$ cat src/include/rotator_config.svh
// build-time sizes for the weight rotator
// array geometry, header field widths and bank depth
`ifndef ROTATOR_CONFIG_SVH
`define ROTATOR_CONFIG_SVH

// one beat feeds every array column
`define ROT_COLS        8
`define ROT_WORD_WIDTH  8

// header field widths
`define ROT_KW2_BITS    2
`define ROT_KH2_BITS    2
`define ROT_CIN_BITS    5
`define ROT_COLS_BITS   4
`define ROT_BLOCKS_BITS 3

// weight bank size
`define ROT_BANK_DEPTH  128
`define ROT_ADDR_BITS   7   // log2 of bank depth

`endif

$ cat src/verilog/rotator_pkg.sv
// shared types of the weight rotator
// beat, address, header and sideband structs, fsm state enums
`default_nettype none

`include "rotator_config.svh"

package rotator_pkg;

  typedef logic [`ROT_COLS*`ROT_WORD_WIDTH-1:0] beat_t;
  typedef logic [`ROT_ADDR_BITS-1:0]            addr_t;

  // header beat layout with kw2 in the lowest bits
  typedef struct packed {
    logic [`ROT_BLOCKS_BITS-1:0] blocks_1;
    logic [`ROT_COLS_BITS-1:0]   cols_1;
    logic [`ROT_CIN_BITS-1:0]    cin_1;
    logic [`ROT_KH2_BITS-1:0]    kh2;
    logic [`ROT_KW2_BITS-1:0]    kw2;
  } rot_ref_t;

  typedef struct packed {
    logic [`ROT_KW2_BITS-1:0] kw2;
    logic                     is_cin_last;   // end of one pass
    logic                     is_col_last;
    logic                     is_top_block;
    logic                     is_bot_block;
  } rot_user_t;

  typedef struct packed {
    beat_t     data;
    rot_user_t user;
    logic      last;
  } rot_out_t;

  typedef enum logic [1:0] {
    ws_idle,
    ws_get_ref,
    ws_write,
    ws_switch
  } write_state_e;

  typedef enum logic [1:0] {
    rs_idle,
    rs_read,
    rs_drain,
    rs_switch
  } read_state_e;

endpackage

`default_nettype wire

$ cat src/verilog/bank_write_ctrl.sv
// write side of the ping-pong buffer
// write fsm, per-bank header registers, full flags, write address
`timescale 1ns/10ps
`default_nettype none

module bank_write_ctrl (
  input  wire                      i_aclk,
  input  wire                      i_rst_n,
  input  wire                      i_s_valid,
  input  wire                      i_s_last,
  input  wire rotator_pkg::beat_t  i_s_data,
  output logic                     o_s_ready,
  output logic [1:0]               o_wen,
  output rotator_pkg::addr_t       o_waddr,
  output logic [1:0]               o_full,
  output rotator_pkg::rot_ref_t    o_ref0,
  output rotator_pkg::rot_ref_t    o_ref1,
  input  wire                      i_release
);

  rotator_pkg::write_state_e state_q, state_d;
  rotator_pkg::rot_ref_t     ref_q [2];
  rotator_pkg::addr_t        waddr_q;
  logic [1:0]                full_q;
  logic                      wsel_q;     // bank being filled
  logic                      rel_sel_q;  // oldest full bank which is released next
  logic                      s_hs;
  logic                      wr_hs;

  assign o_s_ready = (state_q == rotator_pkg::ws_get_ref) || (state_q == rotator_pkg::ws_write);
  assign s_hs      = i_s_valid && o_s_ready;
  assign wr_hs     = s_hs && (state_q == rotator_pkg::ws_write);

  assign o_wen   = {wr_hs && wsel_q, wr_hs && !wsel_q};
  assign o_waddr = waddr_q;
  assign o_full  = full_q;
  assign o_ref0  = ref_q[0];
  assign o_ref1  = ref_q[1];

  always_comb begin
    state_d = state_q;
    case (state_q)
      rotator_pkg::ws_idle:    if (!full_q[wsel_q]) state_d = rotator_pkg::ws_get_ref;
      rotator_pkg::ws_get_ref: if (s_hs) state_d = rotator_pkg::ws_write;
      rotator_pkg::ws_write:   if (wr_hs && i_s_last) state_d = rotator_pkg::ws_switch;
      rotator_pkg::ws_switch:  state_d = rotator_pkg::ws_idle;
      default:                 state_d = rotator_pkg::ws_idle;
    endcase
  end

  always_ff @(posedge i_aclk or negedge i_rst_n) begin
    if (!i_rst_n) begin
      state_q   <= rotator_pkg::ws_idle;
      wsel_q    <= 1'b0;
      rel_sel_q <= 1'b0;
      full_q    <= 2'b00;
      waddr_q   <= '0;
    end else begin
      state_q <= state_d;
      if (state_q == rotator_pkg::ws_switch) wsel_q <= ~wsel_q;
      if (i_release) begin
        rel_sel_q         <= ~rel_sel_q;
        full_q[rel_sel_q] <= 1'b0;
      end
      if (wr_hs && i_s_last) full_q[wsel_q] <= 1'b1;  // bank handed to reader
      if (state_q == rotator_pkg::ws_get_ref) begin
        waddr_q <= '0;
      end else if (wr_hs) begin
        waddr_q <= waddr_q + 1'b1;
      end
    end
  end

  // header taken from the low bits of the first beat
  always_ff @(posedge i_aclk) begin
    if (s_hs && (state_q == rotator_pkg::ws_get_ref)) begin
      ref_q[wsel_q] <= i_s_data[$bits(rotator_pkg::rot_ref_t)-1:0];
    end
  end

endmodule

`default_nettype wire

$ cat config.mk
export PLATFORM = sky130hd
export DESIGN_NAME = bank_write_ctrl
export DESIGN_NICKNAME = d
export VERILOG_FILES = /design/src/verilog/rotator_pkg.sv /design/src/verilog/bank_write_ctrl.sv
export VERILOG_INCLUDE_DIRS = /design/src /design/src/include
export SDC_FILE = /design/constraint.sdc
export NUM_CORES = 1
export LEC_CHECK = 0
export BUFFER_PORTS_ARGS = -buffer_cell sky130_fd_sc_hd__clkbuf_2
export CAP_MARGIN = 20
export CORE_MARGIN = 5
export CORE_UTILIZATION = 40
export DETAILED_ROUTE_END_ITERATION = 16
export GPL_ROUTABILITY_DRIVEN = 0
export PLACE_DENSITY = 0.79
export SETUP_SLACK_MARGIN = 0.15
export SLEW_MARGIN = 40
export SYNTH_ARGS = -nofsm -noshare
export SYNTH_HDL_FRONTEND = slang
export SYNTH_SLANG_ARGS = --single-unit
$ cat constraint.sdc
create_clock -name i_aclk -period 2.3 [get_ports i_aclk]
set_input_delay 0.575 -clock i_aclk [delete_from_list [all_inputs] [get_ports i_aclk]]
set_output_delay 0.575 -clock i_aclk [all_outputs]
set_load 0.01 [all_outputs]
# Word-level counts from Yosys, hierarchy flattened
# Memories as Yosys holds them, arrays and structs flattened.
# Index checks and enable logic that the tools add are counted.
# classes
reduce_logical	13
n_eq_ne	6
bitwise	5
order_cmp	4
n_addsub	1
mux	16
# op_table
cell	n
7-bit two-way mux	2
2-bit two-way mux	5
1-bit logical AND	8
2-bit one-hot mux with 4 select lines	1
7-bit by 1-bit adder with 7-bit output (second input constant)	1
1-bit two-way mux	6
2-bit equality test (second input constant)	2
1-bit by 2-bit less-than comparator with 1-bit output (second input constant)	2
2-bit != test (second input constant)	2
3-bit AND reduction	1
2-bit bitwise AND	1
1-bit demux with 1-bit select	2
2-bit by 1-bit equality test with 1-bit output (second input constant)	1
1-bit greater-or-equal comparator (second input constant)	2
2-bit logical NOT	1
2-bit by 1-bit != test with 1-bit output (second input constant)	1
1-bit inverter	2
2-bit inverter	1
2-bit bitwise OR	1
2-bit nonzero test	1
1-bit logical NOT	1
1-bit logical OR	1
# totals
elab_cells	51
register_bits	13
input_bits	69
mem_bits_rw	32
n_memories	1
# memory_table
name	words	width	rd	rd_ports_with_merged_regs	wr	line_no	source
ref_q	2	16	2	0	1	bank_write_ctrl.sv:22	rotator_pkg::rot_ref_t ref_q [2];

# Logic depth before layout (Yosys ltp)
# logic_depth
ltp_word	9
ltp_mapped	6
depth_no_buf	5

# Worst setup path after synthesis
# OpenSTA, ideal clock, no wires.
# synth_path
kind	flip-flop to flip-flop
startpoint	register state_q[1]
endpoint	memory ref_q[0][0] (netlist name), enable pin
path_stages_with_launch	6
path_slack_ps	286
synth_period_minus_slack_ps	2014
arrival_time_ps	1626
cell_sequence	dfrtp_1 > inv_1 > ha_1 > clkbuf_1 > nand2_1 > nor2_1
# synth_via
elab_chain_len	6
# synth_rtl
element	line_no	source
from (decl)	bank_write_ctrl.sv:21	rotator_pkg::write_state_e state_q, state_d;
from (signal assigned)	bank_write_ctrl.sv:53	state_q <= rotator_pkg::ws_idle;
from (signal assigned)	bank_write_ctrl.sv:59	state_q <= state_d;
2-bit by 1-bit equality test with 1-bit output or 2-bit equality test (tied branches)	bank_write_ctrl.sv:30, bank_write_ctrl.sv:76	
1-bit logical OR	bank_write_ctrl.sv:30	assign o_s_ready = (state_q == rotator_pkg::ws_get_ref) || (state_q == rotator_pkg::ws_write);
1-bit logical AND	bank_write_ctrl.sv:31	assign s_hs = i_s_valid && o_s_ready;
1-bit logical AND (*)	bank_write_ctrl.sv:76	if (s_hs && (state_q == rotator_pkg::ws_get_ref)) begin
1-bit two-way mux (*)	bank_write_ctrl.sv:76	
1-bit two-way mux (implied by the code) (*)	bank_write_ctrl.sv:77	ref_q[wsel_q] <= i_s_data[$bits(rotator_pkg::rot_ref_t)-1:0];
to (decl)	bank_write_ctrl.sv:22	
# Every way passes the cells marked *; elsewhere a longest branch is shown, timed or not.

# Final worst setup path
# layout_path
startpoint	register state_q[1]
endpoint	output port o_wen[1]
# layout_via
elab_chain_len	5
# layout_rtl
element	line_no	source
2-bit by 1-bit equality test with 1-bit output or 2-bit equality test (tied branches)	bank_write_ctrl.sv:30, bank_write_ctrl.sv:32	
1-bit logical OR	bank_write_ctrl.sv:30	
1-bit logical AND	bank_write_ctrl.sv:31	
1-bit logical AND (*)	bank_write_ctrl.sv:32	assign wr_hs = s_hs && (state_q == rotator_pkg::ws_write);
1-bit logical AND (*)	bank_write_ctrl.sv:34	assign o_wen = {wr_hs && wsel_q, wr_hs && !wsel_q};
to (decl)	bank_write_ctrl.sv:13	output logic [1:0] o_wen,
# Marks and branches as above.

==> results.md <==
- Status: completed
- DP Area: 0.002059 sq mm
- Top cells by count, synth: edfxtp_1, dfrtp_1, nand2_1, o21ai_0
- Setup ws final: between 0.2 and 0.25 ns
- Synthesized area: 0.001677 sq mm
- Utilization after layout: 54.72%
- First-pass GRT wire length: 5181 microns
- Fillers: approximately 360
- Worst path slowest cell: dfrtp_1
- CTS HTree Levels: 2
- CP required: 1.73 ns
- Starting Density: 41.61%
- Hold Path Class: input port to asynchronous set/reset pin
- Worst setup SP type: register
- Reg2reg end: ref_q[1][8]$_DFFE_PP_
- YS warnings: 0
- Length of routed met3 wiring: 413 microns
- Fin nets: 253
- Number of synthesized flops with an enable pin: 32
- Via-to-Cell Ratio: 4.882
- Ports: 113
- Met2 Routed Length: 1475 microns
- Worst-path maximum fanout: 6
- Worst R2R Path Depth: 3
- Yosys reg bits: 45
- CTS tree: done
- WL per Instance: 14.66 microns
- Main synth FF type: edfxtp_1
- Max-cap violation count: 0
- Most area-consuming cells after synthesis: edfxtp_1, dfrtp_1, ha_1
- Fin crit period: 2.088 ns
- Clock root buffer: clkbuf_8
- Clock Skew: 0.008374 ns
- Core box area: just over 0.004 sq mm
- Die ar.: ~0.0056 sq mm
- Crit Path Class: register to primary output
- Initial antenna violation count: 0
- Largest net degree at the start of global routing: 17
- Total track usage: 12.18%
- Wl on met1: 1452 microns
- Drt pass-1 iters: 4
- Layout Cells excl Fill: 229
- CP Buf/Inv Count: 2
- Count of different cell masters after synthesis: 28
- Ratio of cells with drive above 1 in the final layout: 46.93%
- Post-cts hold buffer count: 0
- Initial detailed-routing violation count: 34
- VDD IR max: 0.0005721 V
- Grt ovf: 0
- Unrepaired setup endpoints after global routing: false
- Port buffer count: 64
- Fin area: 0.002205 sq mm
- Area Overhead vs Synth: 31.49%
- Total clock buffers created by CTS: 5
- Total chip power: roughly 2.3 mW
- Worst skew pair latency: about 0.29 ns
- Finish-stage setup viols: 0
- Antenna viol nets, final: 0
- Area leader, netlist: edfxtp_1
- Critical Path AT: 1.51 ns
- Vias in the first global route: 1,134
- Fmax: 479.0 MHz
- Die X: 74.74 microns
- R2R Setup Slk: 0.59 ns
- Synth async-reset ratio: 28.89%
- FF-to-FF Start: state_q[1]$_DFFE_PN0P_
- Net Count, Synth: 180
- Clk buf depth: 2
- Leak: 0.9523 nW
- Worst Setup SP: state_q[1]$_DFFE_PN0P_
- CP Cell Sequence: inv_2 -> ha_4 -> and3_4 -> and2_1 -> clkbuf_2
- Delay-heaviest family, CP: flip-flops
- Clk slew on worst S/H paths: 0.08 ns
- Slew @ Worst Pin: 0.3687 ns
- Sequential share of the synthesized area: 76.72%
- Final period util: 90.77%
- DP Worst Slack: ~0.35 ns
- Endpoint type of the worst setup path: primary output
- Synth top area share: 57.31%
- TNS Setup: 0 ns
- Clock sinks: 45
- Hold_ws: about 0.17 ns
- Routed wire length: approximately 3400 microns
- Hold Vio Cnt, Final: 0
- Post-synthesis cell count: 106
- ANT cells: 0
- Via Count: around 1,100
- DR DRC count: 0
- Highest routing layer actually used: met4
- Critical Path Max Stage Delay: 0.39 ns
- Die Y: 74.74 microns
- Row count: 23
- DP Cell Count: between 200 and 250
- Slew Limit Fails: 0
- Pwr/cell area: 1045 mW/mm^2
- Synth Area per Inst: roughly 16 sq um
- HPWL Detailed: 2487 microns
- Slew HR: 75.42%
- Top-count cell post-synth: edfxtp_1
-- worst max path at each step --
stage | to | slack (ns) | depth (start not counted)
3_3_place_gp | o_wen[1] | 0.35 | 5
4_1_cts | o_wen[1] | 0.15 | 5
2_1_floorplan | ref_q[0][0]$_DFFE_PP_ | 0.29 | 5
3_5_place_dp | o_wen[1] | 0.35 | 5
6_report | o_wen[1] | 0.21 | 5
5_1_grt | o_wen[0] | 0.15 | 5
-- placed cells by master (no fill, tap or decap), types with 2 or more instances in the layout --
cell,n
clkbuf_2,64
inv_1,3
buf_4,4
or4_1,2
dfrtp_1,13
edfxtp_1,32
nor2_1,4
nand2_1,8
o21ai_0,6
clkbuf_8,5
a21oi_1,5
nand3_1,2
ha_1,3
o31ai_1,2
or3_1,2
inv_2,2
xor2_1,3
-- cells by family after synthesis --
kind of cell               Yosys count  share of synthesized area (%)
AOI/OAI and AO/OA                   18                          6.717
muxes                                1                         0.5970
adders and majority gates            5                          3.731
and+or+nand+nor                     26                          8.582
DFF                                 45                          76.72
xor gates and xnor gates             4                          2.090
buffers and inverters                7                          1.567
-- report_power, final --
part / switching, mW / internal (mW)
registers: 0.0908 / 1.02
clock network: 0.241 / 0.316
logic: 0.361 / 0.276
total: 0.693 / 1.61
-- area by class of cell --
class	count	area (sq um)	share of cell area, %
Inverter	5	18.77	0.8513
Clock inverter	2	35.03	1.589
Multi-Input combinational cell	54	382.9	17.37
Tap cell	50	62.56	2.838
Sequential cell	45	1286	58.34
Timing Repair Buffer	68	350.3	15.89
Clock buffer	5	68.82	3.121
-- flip-flops by register name (all words and copies together) (netlist names) --
| register | cells |
|---|---|
| state_q | 2 |
| rel_sel_q | 1 |
| wsel_q | 1 |
| ref_q | 32 |
| o_waddr | 7 |
| o_full | 2 |
-- per-layer routing --
metal,up-vias,GRT usage (%)
li1,542,-
met1,506,14.87
met2,68,20.59
met3,2,4.139
met4,0,3.557
met5,-,0
-- timing repair --
action                     in CTS  in global routing
setup buffers                   1                  2
setup endpoints to repair       2                  2
cloned                          0                  0
gates resized for setup         3                  2
pin swaps                       0                  0
(Power assumes the default switching activity.)
