`config.mk`:
```
export PLATFORM = sky130hd
export DESIGN_NAME = bank_read_ctrl
export DESIGN_NICKNAME = d
export VERILOG_FILES = /design/src/verilog/rotator_pkg.sv /design/src/verilog/rotation_counter.sv /design/src/verilog/bank_read_ctrl.sv
export VERILOG_INCLUDE_DIRS = /design/src /design/src/include
export SDC_FILE = /design/constraint.sdc
export NUM_CORES = 1
export LEC_CHECK = 0
export ABC_CLOCK_PERIOD_IN_PS = 3000
export BUFFER_PORTS_ARGS = -buffer_cell sky130_fd_sc_hd__buf_2
export CELL_PAD_IN_SITES_DETAIL_PLACEMENT = 2
export CELL_PAD_IN_SITES_GLOBAL_PLACEMENT = 2
export CORE_MARGIN = 4
export CORE_UTILIZATION = 31
export CTS_BUF_LIST = sky130_fd_sc_hd__clkbuf_4
export CTS_CLUSTER_DIAMETER = 150
export DETAILED_ROUTE_END_ITERATION = 8
export PLACE_DENSITY = 0.87
export SETUP_SLACK_MARGIN = 0.3
export SLEW_MARGIN = 5
export SYNTH_ARGS = -nofsm -noshare
export SYNTH_HDL_FRONTEND = slang
export SYNTH_HIERARCHICAL = 1
export SYNTH_SLANG_ARGS = --single-unit
```
`constraint.sdc`:
```
create_clock -name i_aclk -period 3 [get_ports i_aclk]
set_clock_uncertainty 0.1 [all_clocks]
set_input_delay 0.6 -clock i_aclk [delete_from_list [all_inputs] [get_ports i_aclk]]
set_output_delay 0.6 -clock i_aclk [all_outputs]
set_load 0.02 [all_outputs]
```
`src/include/rotator_config.svh`:
```
// build-time sizes for the weight rotator
// array geometry, header field widths and bank depth
`ifndef ROTATOR_CONFIG_SVH
`define ROTATOR_CONFIG_SVH

// one beat feeds every array column
`define ROT_COLS        8
`define ROT_WORD_WIDTH  8

// header field widths
`define ROT_KW2_BITS    2
`define ROT_KH2_BITS    2
`define ROT_CIN_BITS    5
`define ROT_COLS_BITS   4
`define ROT_BLOCKS_BITS 3

// weight bank size
`define ROT_BANK_DEPTH  128
`define ROT_ADDR_BITS   7   // log2 of bank depth

`endif

```
`src/verilog/rotator_pkg.sv`:
```
// shared types of the weight rotator
// beat, address, header and sideband structs, fsm state enums
`default_nettype none

`include "rotator_config.svh"

package rotator_pkg;

  typedef logic [`ROT_COLS*`ROT_WORD_WIDTH-1:0] beat_t;
  typedef logic [`ROT_ADDR_BITS-1:0]            addr_t;

  // header beat layout with kw2 in the lowest bits
  typedef struct packed {
    logic [`ROT_BLOCKS_BITS-1:0] blocks_1;
    logic [`ROT_COLS_BITS-1:0]   cols_1;
    logic [`ROT_CIN_BITS-1:0]    cin_1;
    logic [`ROT_KH2_BITS-1:0]    kh2;
    logic [`ROT_KW2_BITS-1:0]    kw2;
  } rot_ref_t;

  typedef struct packed {
    logic [`ROT_KW2_BITS-1:0] kw2;
    logic                     is_cin_last;   // end of one pass
    logic                     is_col_last;
    logic                     is_top_block;
    logic                     is_bot_block;
  } rot_user_t;

  typedef struct packed {
    beat_t     data;
    rot_user_t user;
    logic      last;
  } rot_out_t;

  typedef enum logic [1:0] {
    ws_idle,
    ws_get_ref,
    ws_write,
    ws_switch
  } write_state_e;

  typedef enum logic [1:0] {
    rs_idle,
    rs_read,
    rs_drain,
    rs_switch
  } read_state_e;

endpackage

`default_nettype wire

```
`src/verilog/rotation_counter.sv`:
```
// nested down-counters for one bank read-out
// kernel rows -> channels -> columns -> blocks
// drives read address, sideband flags and last
`timescale 1ns/10ps
`default_nettype none

`include "rotator_config.svh"

module rotation_counter (
  input  wire                      i_aclk,
  input  wire                      i_rst_n,
  input  wire                      i_load,
  input  wire                      i_step,
  input  wire rotator_pkg::rot_ref_t i_ref,
  output rotator_pkg::addr_t       o_raddr,
  output rotator_pkg::rot_user_t   o_user,
  output logic                     o_last
);

  logic [`ROT_KH2_BITS:0]      kh_q;    // holds up to 2*kh2
  logic [`ROT_CIN_BITS-1:0]    cin_q;
  logic [`ROT_COLS_BITS-1:0]   col_q;
  logic [`ROT_BLOCKS_BITS-1:0] blk_q;
  rotator_pkg::addr_t          addr_q;
  logic [`ROT_KH2_BITS:0]      kh_init;

  logic kh_zero, cin_zero, col_zero, blk_zero;
  logic pass_end;

  assign kh_init  = {i_ref.kh2, 1'b0};
  assign kh_zero  = (kh_q == '0);
  assign cin_zero = (cin_q == '0);
  assign col_zero = (col_q == '0);
  assign blk_zero = (blk_q == '0);
  assign pass_end = kh_zero && cin_zero;

  always_ff @(posedge i_aclk or negedge i_rst_n) begin
    if (!i_rst_n) begin
      kh_q   <= '0;
      cin_q  <= '0;
      col_q  <= '0;
      blk_q  <= '0;
      addr_q <= '0;
    end else if (i_load) begin
      kh_q   <= kh_init;
      cin_q  <= i_ref.cin_1;
      col_q  <= i_ref.cols_1;
      blk_q  <= i_ref.blocks_1;
      addr_q <= '0;
    end else if (i_step) begin
      kh_q <= kh_zero ? kh_init : kh_q - 1'b1;
      if (kh_zero) begin
        cin_q <= cin_zero ? i_ref.cin_1 : cin_q - 1'b1;
      end
      if (pass_end) begin
        col_q <= col_zero ? i_ref.cols_1 : col_q - 1'b1;
      end
      if (pass_end && col_zero) begin
        blk_q <= blk_zero ? i_ref.blocks_1 : blk_q - 1'b1;
      end
      addr_q <= pass_end ? '0 : addr_q + 1'b1;  // every pass rereads the bank from zero
    end
  end

  // flags describe the beat issued in this cycle
  assign o_raddr             = addr_q;
  assign o_user.kw2          = i_ref.kw2;
  assign o_user.is_cin_last  = pass_end;
  assign o_user.is_col_last  = col_zero;
  assign o_user.is_top_block = (blk_q == i_ref.blocks_1);
  assign o_user.is_bot_block = blk_zero;
  assign o_last              = pass_end && col_zero && blk_zero;

endmodule

`default_nettype wire

```
`src/verilog/bank_read_ctrl.sv`:
```
// read side of the ping-pong buffer
// read fsm, read bank select, read issue and bank release
`timescale 1ns/10ps
`default_nettype none

module bank_read_ctrl (
  input  wire                      i_aclk,
  input  wire                      i_rst_n,
  input  wire [1:0]                i_full,
  input  wire rotator_pkg::rot_ref_t i_ref0,
  input  wire rotator_pkg::rot_ref_t i_ref1,
  input  wire                      i_room,
  input  wire                      i_skid_empty,
  output logic [1:0]               o_ren,
  output rotator_pkg::addr_t       o_raddr,
  output logic                     o_issue,
  output rotator_pkg::rot_user_t   o_user,
  output logic                     o_last,
  output logic                     o_release
);

  rotator_pkg::read_state_e state_q, state_d;
  rotator_pkg::rot_ref_t    ref_sel;
  logic                     rsel_q;   // bank being read
  logic                     load;

  assign ref_sel   = rsel_q ? i_ref1 : i_ref0;
  assign load      = (state_q == rotator_pkg::rs_idle) && i_full[rsel_q];
  assign o_issue   = (state_q == rotator_pkg::rs_read) && i_room;
  assign o_ren     = {o_issue && rsel_q, o_issue && !rsel_q};
  assign o_release = (state_q == rotator_pkg::rs_switch);

  rotation_counter u_counter (
    .i_aclk  (i_aclk),
    .i_rst_n (i_rst_n),
    .i_load  (load),
    .i_step  (o_issue),
    .i_ref   (ref_sel),
    .o_raddr (o_raddr),
    .o_user  (o_user),
    .o_last  (o_last)
  );

  always_comb begin
    state_d = state_q;
    case (state_q)
      rotator_pkg::rs_idle:   if (load) state_d = rotator_pkg::rs_read;
      rotator_pkg::rs_read:   if (o_issue && o_last) state_d = rotator_pkg::rs_drain;
      rotator_pkg::rs_drain:  if (i_skid_empty) state_d = rotator_pkg::rs_switch;
      rotator_pkg::rs_switch: state_d = rotator_pkg::rs_idle;
      default:                state_d = rotator_pkg::rs_idle;
    endcase
  end

  always_ff @(posedge i_aclk or negedge i_rst_n) begin
    if (!i_rst_n) begin
      state_q <= rotator_pkg::rs_idle;
      rsel_q  <= 1'b0;
    end else begin
      state_q <= state_d;
      if (state_q == rotator_pkg::rs_switch) rsel_q <= ~rsel_q;
    end
  end

endmodule

`default_nettype wire

```
# --- Word level (Yosys, flattened, before mapping) ---
# Index checks and enable logic that the tools add are counted.
# W data, S select, Z words.
classes:
  add_sub_neg: 5
  shifts: 0
  reduce_logical: 22
  multipliers: 0
  eq_ne: 7
  muxes: 25
  magnitude_cmp: 1
  n_bitwise: 1
  div_mod_pow: 0
ops:
  columns: ["operator", "n"]
  rows:
  - ["$mux W3", 7]
  - ["$mux W7", 3]
  - ["$mux W5", 4]
  - ["$mux W16", 1]
  - ["$mux W4", 4]
  - ["$logic_and A1 B1 Y1", 8]
  - ["$pmux W2 S4", 1]
  - ["$reduce_bool A2 Y1", 4]
  - ["$add A7 B1 Y7 const B", 1]
  - ["$logic_not A3 Y1", 2]
  - ["$mux W2", 3]
  - ["$reduce_and A2 Y1", 3]
  - ["$sub A3 B1 Y3 const B", 2]
  - ["$logic_not A5 Y1", 1]
  - ["$sub A5 B1 Y5 const B", 1]
  - ["$eq A2 B2 Y1 const B", 2]
  - ["$logic_not A4 Y1", 1]
  - ["$ne A2 B2 Y1 const B", 2]
  - ["$sub A4 B1 Y4 const B", 1]
  - ["$eq A3 B3 Y1", 1]
  - ["$reduce_and A3 Y1", 1]
  - ["$eq A2 B1 Y1 const B", 1]
  - ["$logic_not A2 Y1", 1]
  - ["$lt A1 B2 Y1 const B", 1]
  - ["4 further kinds", 5]
word_totals:
  ff_bits: 25
  out_inout_bits: 18
  latch_bits: 0
  mem_bits_ro: 0
  wordCells: 68
  mem_count: 0
  ram_bits: 0
  input_bits: 38

# --- Longest topological paths before layout ---
logic_depth:
  depth_word: 7
  depth_mapped: 9
  depth_no_buf: 9

# --- Cells and area by module ---
# Netlist, hierarchy kept.
modules_own_cells:
  columns: ["mod", "cells_per_inst", "instances", "area_per_inst_um2"]
  rows:
  - ["rotation_counter", 160, 1, 1417.6]
  - ["bank_read_ctrl", 40, 1, 429.2]

# --- Least setup slack after synthesis ---
# OpenSTA, ideal clock, no wires.
synth_timing:
  path_kind: "flip-flop to flip-flop"
  from: "register u_counter.cin_q[0]"
  to: "register state_q[1]"
  stages_incl_launch_ff: 10
  setup_time_ns: 0.125
  t_required_ns: 2.775
  synth_period_minus_slack_ns: 2.558
  slack_ns: 0.442
  t_arrival_ns: 2.333
  cell_sequence: "dfrtp_1 > inv_1 > ha_1 > nor4b_2 > nand2b_1 > inv_1 > and3_1 > a21boi_0 > a221o_1 > mux2_4"
synth_between:
  elab_chain_cells: 7
synth_rtl:
  columns: ["item", "line_no", "rtl"]
  rows:
  - ["start: declaration", "rotation_counter.sv:21", "logic [`ROT_CIN_BITS-1:0] cin_q;"]
  - ["start signal: assignment", "rotation_counter.sv:46", "cin_q <= i_ref.cin_1;"]
  - ["start signal: assignment", "rotation_counter.sv:53", "cin_q <= cin_zero ? i_ref.cin_1 : cin_q - 1'b1;"]
  - ["$logic_not A5 Y1", "rotation_counter.sv:32", "assign cin_zero = (cin_q == '0);"]
  - ["$logic_and A1 B1 Y1", "rotation_counter.sv:35", "assign pass_end = kh_zero && cin_zero;"]
  - ["net u_counter.pass_end", "rotation_counter.sv:28", "logic pass_end;"]
  - ["$logic_and A1 B1 Y1 (2 in series)", "rotation_counter.sv:72", "assign o_last = pass_end && col_zero && blk_zero;"]
  - ["net o_last", "bank_read_ctrl.sv:18", "output logic o_last,"]
  - ["$logic_and A1 B1 Y1", "bank_read_ctrl.sv:48", "rotator_pkg::rs_read: if (o_issue && o_last) state_d = rotator_pkg::rs_drain;"]
  - ["$ne A2 B1 Y1 (no source line)", null, null]
  - ["$reduce_and A3 Y1 (no source line)", null, null]
  - ["end signal: assignment", "bank_read_ctrl.sv:57", "state_q <= rotator_pkg::rs_idle;"]
  - ["end signal: assignment", "bank_read_ctrl.sv:60", "state_q <= state_d;"]
  - ["end: declaration", "bank_read_ctrl.sv:22", "rotator_pkg::read_state_e state_q, state_d;"]
# The timed path passes the listed nets, and every way through them passes these cells.
# A chain may end at the register's enable or synchronous reset.

# --- Worst setup path in the final report ---
layout_timing:
  from: "register u_counter.kh_q[0]"
  to: "output o_last"
layout_between:
  elab_chain_cells: 4
layout_rtl:
  columns: ["item", "line_no", "rtl"]
  rows:
  - ["start: declaration", "rotation_counter.sv:20", "logic [`ROT_KH2_BITS:0] kh_q;"]
  - ["start signal: assignment", "rotation_counter.sv:45", "kh_q <= kh_init;"]
  - ["start signal: assignment", "rotation_counter.sv:51", "kh_q <= kh_zero ? kh_init : kh_q - 1'b1;"]
  - ["$logic_not A3 Y1", "rotation_counter.sv:31", "assign kh_zero = (kh_q == '0);"]
  - ["$logic_and A1 B1 Y1", "rotation_counter.sv:35", null]
  - ["$logic_and A1 B1 Y1 (2 in series)", "rotation_counter.sv:72", null]
  - ["end: declaration", "bank_read_ctrl.sv:18", null]
# No other way between the ends.

==> impl_results.md <==
* First-pass GRT wire length at 9620 um
* DRC violations left at 0
* EDFF count, synth at 0
* Non-filler cells, final at 330
* Initial DRC count at 45
* 1st-pass router iterations at 4
* # nets final at 309
* Asr flop ratio synth at 1.00
* Hold WC Path Type: in2async
* Max cap viols at 0
* Critical R2R Capture: state_q[1]
* Crit. End Element: primary output
* Vias in the first global route at about 1900
* Vias per cell at 5.27
* Critical path type: reg2out
* DIE HEIGHT at 85.2 um
* Arr. time, crit path at about 1.9 ns
* CP Launch Type: register
* R2r startpoint: u_counter/kh_q[0]
* CTS Root Buffer Type: clkbuf_4
* Worst Path Buf+Inv at 3
* Largest family of logic cells by synthesized area: simple AND/OR/NAND/NOR gates
* Cts-stage hold buffer count at 0
* Cell Pwr Density at 934 nW/um^2
* Layout area overhead at 23.5%
* Boundary Pins at between 50 and 60
* I/O Buffers at 55
* Seq/Total Area, Yosys at 0.339
* Ys flop type: dfrtp_1
* Run status: complete, no violations
* CP max-delay cell: dfrtp_1
* RSZ-0062 raised after global routing: false
* Dpl cells at roughly 320
* CTS tree: done
* Hold Slack at 0.156 ns
* Post-Synth XOR/XNOR Area at 0.0285
* Fillers at 645
* Core area at 5640 um^2
* Mapped Nets at 250
* Simple-gate share of the synthesized area at 0.185
* Maximum vdd drop at roughly 0.40 mV
* Reg2reg path depth at 9
* Tightest Pin Transition at 0.610 ns
* Relative slew slack at 0.593
* Yosys cell types at 48
* Synth warn at 6
* Diodes inserted at 0
* WP depth at 7
* Crit path from: u_counter/kh_q[0]
* TritonCTS buffer count at 3
* Cell family with most CP delay: simple AND/OR/NAND/NOR gates
* Most common cell after layout, fill and taps aside: buf_2
* Max-slew violation count at 0
* Min Tclk post-route at 2.58 ns
* CTS clock-pin slew for the worst setup and hold paths at 0.16 ns
* Final HPWL DP at 4570 um
* Crit path to: o_last
* Initial antenna violation count at 0
* Fmax at just under 0.4 GHz
* Flop2flop setup slack at between 0.6 and 0.7 ns
* Synth area leader: dfrtp_1
* # H-tree levels at 1
* Sum Neg Setup Slack at 0 ns
* CP max FO at 4
* Leakage at 0.00112 uW
* Via count at approximately 1700
* Part of the cycle the worst path needs at 0.861
* Synth area leaders: dfrtp_1 (34%), mux2_2 (9.8%), ha_1 (8.1%)
* Required time worst endpoint at 2.30 ns
* Antenna viol nets, final at 0
* Worst-path cell chain: inv_1 > ha_2 > nand2b_1 > nand2b_1 > inv_1 > and3_1 > buf_4
* Number of synthesized register bits at 25
* Die ar. at 7260 um^2
* WL final at 5850 um
* WL/cell at approximately 18 um
* Share of the synthesized area in the top cell type at 0.339
* Worst-skew pair later-pin latency at roughly 0.33 ns
* Initial core utilization at 0.327
* Routability cong. at approximately 0.77
* Critical path's largest stage delay at 0.42 ns
* Largest net degree at the start of global routing at 26
* Ratio of cells with drive above 1 in the final layout at 0.380
* Endpoints failing setup at 0
* Synth Area in Compound Gates at 0.163
* Final hold viol count at 0
* Grt total ovfl at 0
* CTS Buffer Depth at 2
* Post-Syn Instances at 200
* Row count at 27
* Total Routing Usage GR at 0.163
* Netlist Area Pre-Place at around 1800 um^2
* Most frequent cells in the layout: buf_2 (54), dfrtp_1 (25), mux2_2 (16), a21oi_1 (15), inv_1 (14)
* Horiz. Die Dim at 85.2 um
* Clk sinks at 25
* Post-synthesis adder-cell area fraction at 0.0813
* Multiplexer share of the synthesized area at 0.133
* Post-Synthesis Mean Instance Area at 9.23 um^2
-- how the worst min path moves through the flow --
| stage | endpoint | slack [ns] | cells after the start |
|---|---|---|---|
| after floorplan | rsel_q | 0.20 | 0 |
| after detailed placement | u_counter/blk_q[1] | 0.43 | 2 |
| final | u_counter/col_q[0] | 0.16 | 1 |
| after CTS | u_counter/col_q[0] | 0.18 | 1 |
| after global placement | u_counter/blk_q[0] | 0.41 | 1 |
| after global routing | u_counter/cin_q[4] | 0.18 | 1 |
-- worst register-to-register path, cell delays in order, from the launching register on --
cell and delay (ns):
dfrtp_1 0.42, inv_1 0.11, ha_2 0.22, nand2b_1 0.13
nand2b_1 0.21, inv_1 0.10, and3_1 0.21, a21boi_0 0.14
a221o_1 0.33, mux2_4 0.30
-- synthesized netlist by cell type (all sizes together) (2+ instances only) --
| cell type | count |
|---|---|
| a211oi | 4 |
| a21oi | 15 |
| a31oi | 3 |
| and3 | 2 |
| buf | 8 |
| clkbuf | 3 |
| dfrtp | 25 |
| ha | 12 |
| inv | 15 |
| mux2 | 17 |
| mux2i | 5 |
| nand2 | 8 |
| nand2b | 6 |
| nand3 | 6 |
| nand3b | 2 |
| nor2 | 14 |
| nor2b | 4 |
| nor3 | 8 |
| nor4 | 2 |
| o2111ai | 2 |
| o21a | 2 |
| o21ai | 12 |
| or3 | 2 |
| xor2 | 6 |
-- registers in the layout, summed over array words and instances, names as in the netlist --
register	cells
u_counter/cin_q	5
u_counter/kh_q	3
rsel_q	1
u_counter/col_q	4
u_counter/o_raddr	7
state_q	2
u_counter/blk_q	3
-- area by class of cell --
cell class | count | area (um^2) | area share
flip-flops and latches | 25 | 626 | 0.274
inverters | 16 | 60.1 | 0.0263
clock buffers | 4 | 30.0 | 0.0132
multi-input cells | 148 | 1120 | 0.492
well taps | 72 | 90.1 | 0.0395
repair buffers | 65 | 353 | 0.155
-- power breakdown --
part,switching (uW),internal (uW)
Combinational,735,584
Sequential,160,477
Clock,112,61.1
Total,1010,1120
-- layer usage --
layer  vias up  GRT usage  part of all wire
met3         6     0.0184             0.028
li1        828          -                 -
met5         -          0                 0
met2        25      0.300              0.53
met1       879      0.197              0.43
met4         0     0.0504             0.014
-- what timing repair did --
action | 4_1_cts | 5_1_grt
setup buffers | 1 | 2
endpoints found under the setup margin | 1 | 1
resized for setup | 2 | 7
-- kinds of logic (layout without fill, tap and decap cells) --
kind of cell | count (synthesis) | count (layout)
fa+ha+maj | 12 | 12
flops | 25 | 25
simple gates | 61 | 61
compound gates | 47 | 47
buf+inv | 27 | 85
xor+xnor | 6 | 6
mux | 22 | 22
-- stage by stage --
step                setup WS (ns)  total power [uW]   util  cell area, um^2
floorplan                   0.442              1550      -             1850
global placement            0.618              1830  0.389             2190
detailed placement          0.521              1900  0.389             2190
CTS                         0.322              2100  0.398             2240
global route                0.308              2340  0.404             2280
finish                      0.416              2130  0.404             2280
Power figures use the tool's default switching activity.
