===== config.mk =====
export PLATFORM = sky130hd
export DESIGN_NAME = output_skid
export DESIGN_NICKNAME = d
export VERILOG_FILES = /design/src/verilog/rotator_pkg.sv /design/src/verilog/output_skid.sv
export VERILOG_INCLUDE_DIRS = /design/src /design/src/include
export SDC_FILE = /design/constraint.sdc
export NUM_CORES = 1
export LEC_CHECK = 0
export BUFFER_PORTS_ARGS = -buffer_cell sky130_fd_sc_hd__buf_2
export CORE_ASPECT_RATIO = 0.8
export CORE_MARGIN = 5
export CORE_UTILIZATION = 49
export CTS_BUF_LIST = sky130_fd_sc_hd__clkbuf_8 sky130_fd_sc_hd__clkbuf_16
export DETAILED_ROUTE_END_ITERATION = 16
export PLACE_DENSITY = 0.85
export SLEW_MARGIN = 10
export SYNTH_ARGS = -nofsm -noshare
export SYNTH_HDL_FRONTEND = slang
export SYNTH_SLANG_ARGS = --single-unit

===== constraint.sdc =====
create_clock -name i_aclk -period 3.9 [get_ports i_aclk]
set_input_delay 0 -clock i_aclk [delete_from_list [all_inputs] [get_ports i_aclk]]
set_output_delay 0 -clock i_aclk [all_outputs]
set_load 0.01 [all_outputs]

===== src/include/rotator_config.svh =====
// build-time sizes for the weight rotator
// array geometry, header field widths and bank depth
`ifndef ROTATOR_CONFIG_SVH
`define ROTATOR_CONFIG_SVH

// one beat feeds every array column
`define ROT_COLS        8
`define ROT_WORD_WIDTH  8

// header field widths
`define ROT_KW2_BITS    2
`define ROT_KH2_BITS    2
`define ROT_CIN_BITS    5
`define ROT_COLS_BITS   4
`define ROT_BLOCKS_BITS 3

// weight bank size
`define ROT_BANK_DEPTH  128
`define ROT_ADDR_BITS   7   // log2 of bank depth

`endif


===== src/verilog/rotator_pkg.sv =====
// shared types of the weight rotator
// beat, address, header and sideband structs, fsm state enums
`default_nettype none

`include "rotator_config.svh"

package rotator_pkg;

  typedef logic [`ROT_COLS*`ROT_WORD_WIDTH-1:0] beat_t;
  typedef logic [`ROT_ADDR_BITS-1:0]            addr_t;

  // header beat layout with kw2 in the lowest bits
  typedef struct packed {
    logic [`ROT_BLOCKS_BITS-1:0] blocks_1;
    logic [`ROT_COLS_BITS-1:0]   cols_1;
    logic [`ROT_CIN_BITS-1:0]    cin_1;
    logic [`ROT_KH2_BITS-1:0]    kh2;
    logic [`ROT_KW2_BITS-1:0]    kw2;
  } rot_ref_t;

  typedef struct packed {
    logic [`ROT_KW2_BITS-1:0] kw2;
    logic                     is_cin_last;   // end of one pass
    logic                     is_col_last;
    logic                     is_top_block;
    logic                     is_bot_block;
  } rot_user_t;

  typedef struct packed {
    beat_t     data;
    rot_user_t user;
    logic      last;
  } rot_out_t;

  typedef enum logic [1:0] {
    ws_idle,
    ws_get_ref,
    ws_write,
    ws_switch
  } write_state_e;

  typedef enum logic [1:0] {
    rs_idle,
    rs_read,
    rs_drain,
    rs_switch
  } read_state_e;

endpackage

`default_nettype wire


===== src/verilog/output_skid.sv =====
// output buffer behind the weight banks
// aligns sideband with bank data, two-entry fifo, valid/ready output
`timescale 1ns/10ps
`default_nettype none

module output_skid (
  input  wire                       i_aclk,
  input  wire                       i_rst_n,
  input  wire                       i_issue,
  input  wire rotator_pkg::beat_t   i_data,
  input  wire rotator_pkg::rot_user_t i_user,
  input  wire                       i_last,
  output logic                      o_room,
  output logic                      o_empty,
  output logic                      o_m_valid,
  input  wire                       i_m_ready,
  output rotator_pkg::beat_t        o_m_data,
  output rotator_pkg::rot_user_t    o_m_user,
  output logic                      o_m_last
);

  rotator_pkg::rot_out_t  buf_q [2];
  rotator_pkg::rot_out_t  in_item;
  rotator_pkg::rot_out_t  out_item;
  rotator_pkg::rot_user_t pend_user_q;
  logic                   pend_last_q;
  logic                   pend_q;     // item in flight whose data lands this cycle
  logic [1:0]             cnt_q;
  logic [1:0]             total;
  logic                   wr_ptr_q, rd_ptr_q;
  logic                   bypass, push, pop;

  assign in_item  = '{data: i_data, user: pend_user_q, last: pend_last_q};
  assign out_item = (cnt_q != 2'd0) ? buf_q[rd_ptr_q] : in_item;

  assign o_m_valid = (cnt_q != 2'd0) || pend_q;
  assign o_m_data  = out_item.data;
  assign o_m_user  = out_item.user;
  assign o_m_last  = out_item.last;

  assign bypass = (cnt_q == 2'd0) && pend_q && i_m_ready;  // straight through when empty
  assign push   = pend_q && !bypass;
  assign pop    = (cnt_q != 2'd0) && i_m_ready;

  assign total   = cnt_q + {1'b0, pend_q};
  assign o_room  = (total < 2'd2);
  assign o_empty = (total == 2'd0);

  always_ff @(posedge i_aclk or negedge i_rst_n) begin
    if (!i_rst_n) begin
      pend_q   <= 1'b0;
      cnt_q    <= 2'd0;
      wr_ptr_q <= 1'b0;
      rd_ptr_q <= 1'b0;
    end else begin
      pend_q <= i_issue;
      cnt_q  <= cnt_q + {1'b0, push} - {1'b0, pop};
      if (push) wr_ptr_q <= ~wr_ptr_q;
      if (pop) rd_ptr_q <= ~rd_ptr_q;
    end
  end

  always_ff @(posedge i_aclk) begin
    if (i_issue) begin
      pend_user_q <= i_user;
      pend_last_q <= i_last;
    end
    if (push) buf_q[wr_ptr_q] <= in_item;
  end

endmodule

`default_nettype wire


---- Yosys cells after proc, flatten, opt, wreduce, memory -nomap -nowiden ----
Memory sizes are Yosys's and may differ from the RTL's.
Cells that the tools add are included.
W data, S select, Z words.
storage, ports and cells
  logic and storage cells ................. 29
  bits in latches ......................... 0
  ROM bits ................................ 0
  memories kept ........................... 1
  bits of input ports ..................... 75
  output and inout port bits .............. 74
  register bits after elaboration ......... 12
  memory bits (writable) .................. 142
memories
  name   depth  bits a word  rd ports  clocked after Yosys merged registers in  write ports  RTL line           source
  buf_q  2      71           1         0                                        1            output_skid.sv:22  rotator_pkg::rot_out_t buf_q [2];
operators by class
  order comparisons ....................... 1
  $mul .................................... 0
  reduce and logical (&&, ||, !) cells .... 9
  add/subtract/negate cells ............... 3
  div/mod/pow operators ................... 0
  bitwise gates (word level) .............. 2
  shifts and indexed selects .............. 0
  muxes and demuxes ....................... 3
  eq/ne operators ......................... 0
operators with widths
  cell                  count
  $mux W71              1
  $add A2 B1 Y2         2
  $logic_and A1 B1 Y1   4
  $logic_not A2 Y1      2
  $lt A2 B2 Y1 const B  1
  $mux W1               2
  $not A1 Y1            2
  $reduce_bool A2 Y1    1
  $sub A2 B1 Y2         1
  $logic_not A1 Y1      1
  $logic_or A1 B1 Y1    1

---- Longest topological paths before layout ----
Gate-level depths: netlist (run 1).
  depth in word-level cells ............... 7
  depth in mapped cells ................... 8
  mapped depth without buffers ............ 7

---- Worst setup path after synthesis (run 1) ----
OpenSTA, ideal clock, no wires.
  path type ............................... register to register
  start ................................... register wr_ptr_q
  end ..................................... memory buf_q[0][0] in the netlist's numbering, enable pin
  setup time .............................. 0.500 ns
  required time ........................... 3.400 ns
  buffers on the path ..................... 0
  data arrival time ....................... 3.501 ns
  slack ................................... -0.101 ns
  stages on the path, launching flop included .. 3
  period minus slack after synthesis ...... 4.001 ns
  cell sequence ........................... dfrtp_1 > nand2b_1 > nor2_1
RTL lines
  element                 RTL line           source
  start, declared         output_skid.sv:30  logic wr_ptr_q, rd_ptr_q;
  start signal, assigned  output_skid.sv:58  if (push) wr_ptr_q <= ~wr_ptr_q;
  end, declared           output_skid.sv:22
No word-level cell before the write port.

---- Worst setup path after layout (run 1) ----
  start ................................... register cnt_q[1]
  end ..................................... output port o_m_data[46]
between the ends
  cells in the longest elaborated chain, start to end .. 2
ends and longest elaborated chain
  element                 RTL line           source
  start, declared         output_skid.sv:28  logic [1:0] cnt_q;
  start signal, assigned  output_skid.sv:57  cnt_q <= cnt_q + {1'b0, push} - {1'b0, pop};
  $reduce_bool A2 Y1      output_skid.sv:34  assign out_item = (cnt_q != 2'd0) ? buf_q[rd_ptr_q] : in_item;
  $mux W71                output_skid.sv:34
  end, declared           output_skid.sv:17  output rotator_pkg::beat_t o_m_data,
Every way passes these cells.

==> flow_metrics.env, run 1 <==
export IMPL_run_status="complete, no violations"
export IMPL_drt_pre_antenna_iters=4
export IMPL_max_clock_freq_mhz=344
export IMPL_worst_endpoint_arrival_ns=2.91
export IMPL_irDropWorstVdd_mv=0.453
export IMPL_timing_critical_path_slowest_cell_delay_ns=0.68
export IMPL_synthAdderAreaFrac_pct=0.564
export IMPL_worstMarginPinSlew_ns=1.20
export IMPL_fin_tns_setup_ns=0
export IMPL_cts_max_path_buffers=2
export IMPL_layout_drive_gt1_share_pct=39.8
export IMPL_worst_slew_margin_rel_pct=19.7
export IMPL_drc_errors_left=0
export IMPL_synth_top_cell_by_area="edfxtp_1"
export IMPL_finalSetupViolCount=0
export IMPL_placeableCoreArea_um2=13500
export IMPL_dp_hpwl_mm=8.61
export IMPL_final_period_utilization_pct=74.5
export IMPL_io_buffers=148
export IMPL_via_count=4464
export IMPL_insertion_delay_ns=0.42
export IMPL_critical_path_startpoint="cnt_q[1]"
export IMPL_mappedNetlistArea_um2=6660
export IMPL_post_drt_via_cell_ratio=5.38
export IMPL_grt_start_max_net_pins=77
export IMPL_num_rows=38
export IMPL_vias_in_the_first_global_route=4777
export IMPL_cellLeakagePower_nw=3.35
export IMPL_tritoncts="yes"
export IMPL_setup_worst_path_end_class="output port"
export IMPL_nNetsFinal=715
export IMPL_synthSimpleGateAreaFrac_pct=6.26
export IMPL_wire_per_inst_um=18.5
export IMPL_synthTopCellsByArea="edfxtp_1, mux2i_1, a21oi_2, nor3_1, dfrtp_1"
export IMPL_buffer_type_at_the_clock_tree_root="clkbuf_16"
export IMPL_cts_sink_count=154
export IMPL_num_io_pins=149
export IMPL_drt_initial_drc_count=252
export IMPL_seqCellArea_um2=4610
export IMPL_synth_compound_area_share_pct=9.49
export IMPL_multi_input_area_um2=1850
export IMPL_syn_num_nets=498
export IMPL_cts_repair_resized=0
export IMPL_route_antenna_remaining_nets=0
export IMPL_min_delay_start="i_user[1]"
export IMPL_final_antenna_diode_count=0
export IMPL_type_of_the_worst_setup_path="reg -> out"
export IMPL_flow_area_growth_from_synthesis_pct=32.7
export IMPL_timing_hold_worst_class="in -> reg"
export IMPL_cp_slowest_cell="buf_4"
export IMPL_synthDistinctLibCells=24
export IMPL_use_met1_pct=23.6
export IMPL_report_power_total_mw=6.93
export IMPL_crit_path_cell_trace="buf_4, or2_4, buf_4, a21oi_2, buf_2"
export IMPL_cts_max_level=4
export IMPL_r2r_start="cnt_q[0]"
export IMPL_route_final_wire_length_mm=15.3
export IMPL_ys_ff_latch=154
export IMPL_critPathRequiredTime_ns=3.90
export IMPL_final_cell_count_no_fill=830
export IMPL_globalRouteMet2Util_pct=34.2
export IMPL_synth_sequential_area_ratio_pct=69.1
export IMPL_die_h_um=114
export IMPL_final_design_area_no_fill_um2=8840
export IMPL_placed_area_um2=7480
export IMPL_synth_top_area_share_pct=67.2
export IMPL_globalRouteMet3Util_pct=4.89
export IMPL_crit_buf_inv=3
export IMPL_worstSetupStartpointType="register"
export IMPL_post_cts_buffers=0
export IMPL_design_die_area_um2=16000
export IMPL_synth_warnings=0
export IMPL_final_util_pct=65.7
export IMPL_globalRoute_totalOverflow=0
export IMPL_initial_antenna_violation_count=0
export IMPL_powerDensity_nw_per_um2=784
export IMPL_fin_skew_ns=0.00963
export IMPL_floorplan_die_width_um=140
export IMPL_cts_made_buffers=17
export IMPL_floorplan_initialDensity_pct=49.5
export IMPL_cpMostUsedCell="buf_4"
export IMPL_postSynthAreaPerCell_um2=15.9
export IMPL_shortest_period_the_worst_path_allows_ns=2.91
export IMPL_rsz0062_at_grt="false"
export IMPL_synth_top_family_by_area="multiplexers"
export IMPL_timing_hold_ws_ns=0.287
export IMPL_top_usage_layer="met2"
export IMPL_fill_cells=930
export IMPL_count_of_placed_standard_cells_including_taps=723
export IMPL_timing_hold_violations_final=0
export IMPL_globalRouteTotalUtil_pct=19.7
export IMPL_yosys_area_share_xor_xnor_pct=0.526
export IMPL_muxShareOfSynthArea_pct=10.7
export IMPL_slew_viol_final=0
export IMPL_synthesis_instances=420
export IMPL_setup_slack_ns=0.994
export IMPL_grt_pass1_wl_mm=24.5
export IMPL_dp_worst_setup_slack_ns=1.27
export IMPL_max_cap_violations=0
export IMPL_cp_max_fo=76
export IMPL_gp_congestion=0.760
export IMPL_cp_top_family="buffers and inverters"
export IMPL_path_clk_slew_ns=0.06
cell usage in the layout, fill, tap and decap left out:
cell           netlist  layout
clkbuf_16            0      17
o21ai_1              1       1
clkinv_2             0       2
a21oi_2             70      70
dlygate4sd3_1        0      75
ha_1                 3       3
nor3_1              71      71
nor3b_1              1       1
nor2b_1              1       1
and3b_4              0       1
nand2b_1             3       3
dfrtp_4              0       1
nor2_4               0       1
dfrtp_2              0       2
or3_1                1       1
mux2i_1             71      71
inv_1                2       4
or2_4                0       1
buf_2                7     148
clkinv_1             0       2
a21oi_1              1       1
o221ai_1             1       1
dfrtp_1              5       2
nand2_1              1       1
clkinvlp_4           0       4
xnor2_1              4       4
buf_4                4       7
clkinv_4             0       1
edfxtp_1           149     149
bufinv_16            0       4
sequential cells by signal, indices dropped and copies added, names as in the netlist:
name         flops
rd_ptr_q         1
pend_q           1
pend_last_q      1
wr_ptr_q         1
buf_q          142
in_item          6
cnt_q            2
worst register-to-register path, stage by stage, from the launching register on:
cell and delay, ns:
dfrtp_2 0.81, nor3b_1 0.25, and3b_4 1.14
where the power goes:
group          total, mW  switching (mW)  internal, mW
combinational       2.69            1.57          1.12
clock               1.68           0.625          1.06
sequential          2.55           0.327          2.22
cell families after synthesis:
kind of cell,count (synthesis)
AO/OA/AOI/OAI,73
XOR/XNOR,4
adder cells (fa/ha/maj),3
buffers and inverters,34
flip-flops,154
multiplexers,71
AND/OR/NAND/NOR,81
timing repair:
action | in CTS | in global routing
hold buffers | 75 | 0
endpoints found under the setup margin | 0 | 0
hold endpoints to repair | 150 | 0
final timing paths:
kind	cells past startpoint	to	slack, ns
hold reg to reg	0	buf_q[0][0]	0.48
min in group asynchronous	3	pend_q	0.51
hold / removal	2	in_item[2]	0.29
setup / recovery	5	o_m_data[46]	0.99
setup reg to reg	2	buf_q[1][49]	1.29
max in group asynchronous	3	rd_ptr_q	3.16
routing by layer:
metal	part of all wire [%]	up-vias
met3	5.7	34
met1	41	2197
met4	2.3	0
met5	0	-
li1	-	2059
met2	51	174
Yosys cell counts:
cell type	number
xnor2_1	4
or3_1	1
clkbuf_4	6
a21oi_1	1
clkbuf_1	8
inv_1	2
buf_4	4
a21oi_2	70
buf_6	7
dfrtp_1	5
nor2_1	1
nor3_1	71
nor3b_1	1
nand2b_1	3
mux2i_1	71
nand2_1	1
and3b_1	1
ha_1	3
nor2b_1	1
or2_1	1
o221ai_1	1
buf_2	7
edfxtp_1	149
o21ai_1	1
final cells by class:
type                    instances  share of cell area, %
clock inverters                15                   2.08
repair buffers                230                   17.5
flip-flops and latches        154                   52.1
multi-input cells             232                   20.9
inverters                       2                 0.0849
well taps                     180                   2.55
clock buffers                  17                   4.81
Power figures use the tool's default switching activity.
==> run 2: changes to the inputs <==
--- a/config.mk
+++ b/config.mk
@@ -9,10 +9,10 @@
 export BUFFER_PORTS_ARGS = -buffer_cell sky130_fd_sc_hd__buf_2
 export CORE_ASPECT_RATIO = 0.8
 export CORE_MARGIN = 5
-export CORE_UTILIZATION = 49
+export CORE_UTILIZATION = 54
 export CTS_BUF_LIST = sky130_fd_sc_hd__clkbuf_8 sky130_fd_sc_hd__clkbuf_16
 export DETAILED_ROUTE_END_ITERATION = 16
-export PLACE_DENSITY = 0.85
+export PLACE_DENSITY = 0.89
 export SLEW_MARGIN = 10
 export SYNTH_ARGS = -nofsm -noshare
 export SYNTH_HDL_FRONTEND = slang
==> constraint.sdc (replaced) <==
create_clock -name i_aclk -period 3 [get_ports i_aclk]
set_input_delay 0 -clock i_aclk [delete_from_list [all_inputs] [get_ports i_aclk]]
set_output_delay 0 -clock i_aclk [all_outputs]
set_load 0.01 [all_outputs]
==> flow_metrics.env, run 2 (synthesized netlist as in run 1, its figures left out) <==
export IMPL_final_period_utilization_pct=84.4
export IMPL_ff2ff_setup_slack_ns=0.82
export IMPL_floorplan_initialDensity_pct=54.9
export IMPL_fin_tns_setup_ns=0
export IMPL_drt_pre_antenna_iters=4
export IMPL_post_drt_via_cell_ratio=5.50
export IMPL_layout_common_cells="edfxtp_1, buf_2, dlygate4sd3_1"
export IMPL_shortest_period_the_worst_path_allows_ns=2.53
export IMPL_largest_register_ff_count=142
export IMPL_type_of_the_worst_setup_path="reg -> out"
export IMPL_run_status="complete, no violations"
export IMPL_num_io_pins=149
export IMPL_grt_pass1_wl_mm=23.9
export IMPL_drc_errors_left=0
export IMPL_setup_worst_path_end_class="output port"
export IMPL_finalSetupViolCount=0
export IMPL_min_delay_start="i_user[2]"
export IMPL_placeableCoreArea_um2=12100
export IMPL_min_delay_worst_endpoint="in_item[3]"
export IMPL_grt_start_max_net_pins=77
export IMPL_rsz0062_at_grt="false"
export IMPL_cts_max_path_buffers=2
export IMPL_cts_made_buffers=17
export IMPL_gp_congestion=0.774
export IMPL_floorplan_die_width_um=134
export IMPL_report_power_total_mw=8.73
export IMPL_irDropWorstVdd_mv=0.506
export IMPL_nNetsFinal=716
export IMPL_powerDensity_nw_per_um2=996
export IMPL_buffer_type_at_the_clock_tree_root="clkbuf_16"
export IMPL_worstMarginPinSlew_ns=0.867
export IMPL_timing_reg2reg_worst_path_depth=8
export IMPL_fin_skew_ns=0.00990
export IMPL_max_cap_violations=0
export IMPL_io_buffers=148
export IMPL_slew_viol_final=0
export IMPL_cts_max_level=4
export IMPL_flow_area_growth_from_synthesis_pct=31.6
export IMPL_worst_slew_margin_rel_pct=42.2
export IMPL_worst_endpoint_arrival_ns=2.53
export IMPL_insertion_delay_ns=0.42
export IMPL_path_clk_slew_ns=0.06
export IMPL_wire_per_inst_um=18.8
export IMPL_route_antenna_remaining_nets=0
export IMPL_timing_hold_violations_final=0
export IMPL_num_rows=36
export IMPL_worstSetupStartpointType="register"
export IMPL_count_of_placed_standard_cells_including_taps=696
export IMPL_cts_sink_count=154
export IMPL_tritoncts="yes"
export IMPL_final_cell_count_no_fill=802
export IMPL_dp_hpwl_mm=8.77
export IMPL_drt_initial_drc_count=212
export IMPL_critPathRequiredTime_ns=3.00
export IMPL_layout_drive_gt1_share_pct=39.4
export IMPL_timing_hold_worst_class="in -> reg"
export IMPL_cp_max_fo=76
export IMPL_globalRouteTotalUtil_pct=21.5
export IMPL_cts_repair_resized=0
export IMPL_final_antenna_diode_count=0
export IMPL_via_count=4410
export IMPL_vias_in_the_first_global_route=4608
export IMPL_final_common_cell="edfxtp_1"
export IMPL_critical_path_reg2reg_endpoint="cnt_q[1]"
export IMPL_initial_antenna_violation_count=0
export IMPL_max_clock_freq_mhz=395
export IMPL_design_die_area_um2=14700
export IMPL_r2r_start="cnt_q[1]"
export IMPL_hold_path_depth=2
export IMPL_fill_cells=783
export IMPL_largest_register="buf_q"
export IMPL_globalRoute_totalOverflow=0
export IMPL_route_final_wire_length_mm=15.1
export IMPL_cellLeakagePower_nw=3.33
export IMPL_die_h_um=109
-- run 2: per-stage QoR --
| step | setup WS (ns) | utilization [%] | hold WS [ns] | instance area (µm²) |
|---|---|---|---|---|
| floorplan | 0.187 | - | -0.296 | 6660 |
| finish | 0.469 | 72.3 | 0.302 | 8760 |
| CTS | 0.458 | 72.3 | 0.280 | 8760 |
| global route | 0.348 | 72.3 | 0.299 | 8760 |
| detailed placement | 0.779 | 61.9 | -0.180 | 7500 |
| global placement | 0.836 | 61.9 | -0.184 | 7500 |
-- run 2: power breakdown --
| part | total (mW) | leakage [nW] | switching (mW) | internal [mW] |
|---|---|---|---|---|
| Combinational | 3.76 | 1.63 | 2.26 | 1.50 |
| Sequential | 3.10 | 1.45 | 0.210 | 2.89 |
| Clock | 1.87 | 0.254 | 0.766 | 1.10 |
| Total | 8.73 | 3.33 | 3.24 | 5.50 |
-- run 2: layout make-up --
cell class	count	area, µm²	area share [%]
Sequential cell	154	4610	52.5
Multi-Input combinational cell	232	1850	21.1
Timing Repair Buffer	231	1600	18.3
Clock buffer	17	425	4.85
Tap cell	152	190	2.17
Clock inverter	14	88.8	1.01
Inverter	2	7.51	0.0857
-- run 2: how the worst max path moves through the flow --
stage              from            to  slack [ns]  depth (start not counted)
2_1_floorplan  wr_ptr_q   buf_q[0][0]        0.19                          2
3_3_place_gp   wr_ptr_q  buf_q[0][63]        0.84                          3
3_5_place_dp   wr_ptr_q  buf_q[0][57]        0.78                          3
4_1_cts        cnt_q[1]  o_m_data[21]        0.46                          5
5_1_grt        cnt_q[1]   o_m_data[4]        0.35                          5
6_report       cnt_q[1]  o_m_data[21]        0.47                          5
-- run 2: worst max-delay path, stage by stage, from the launching register on --
cell,delay [ns]
dfrtp_2,0.35
buf_4,0.69
or2_4,0.52
buf_12,0.29
a21oi_2,0.09
buf_2,0.15
-- run 2: per-layer routing --
layer  vias to the layer above  share of wire (%)  track usage (%)
li1                       2060                  -                -
met2                       174                 50             36.8
met3                        25                6.2             5.40
met1                      2151                 41             26.8
met4                         0                1.9             8.14
met5                         -                  0                0
-- run 2: what timing repair did --
| item | CTS | global route |
|---|---|---|
| hold endpoints to repair | 150 | 0 |
| hold buffers | 75 | 0 |
| buffers inserted | 0 | 0 |
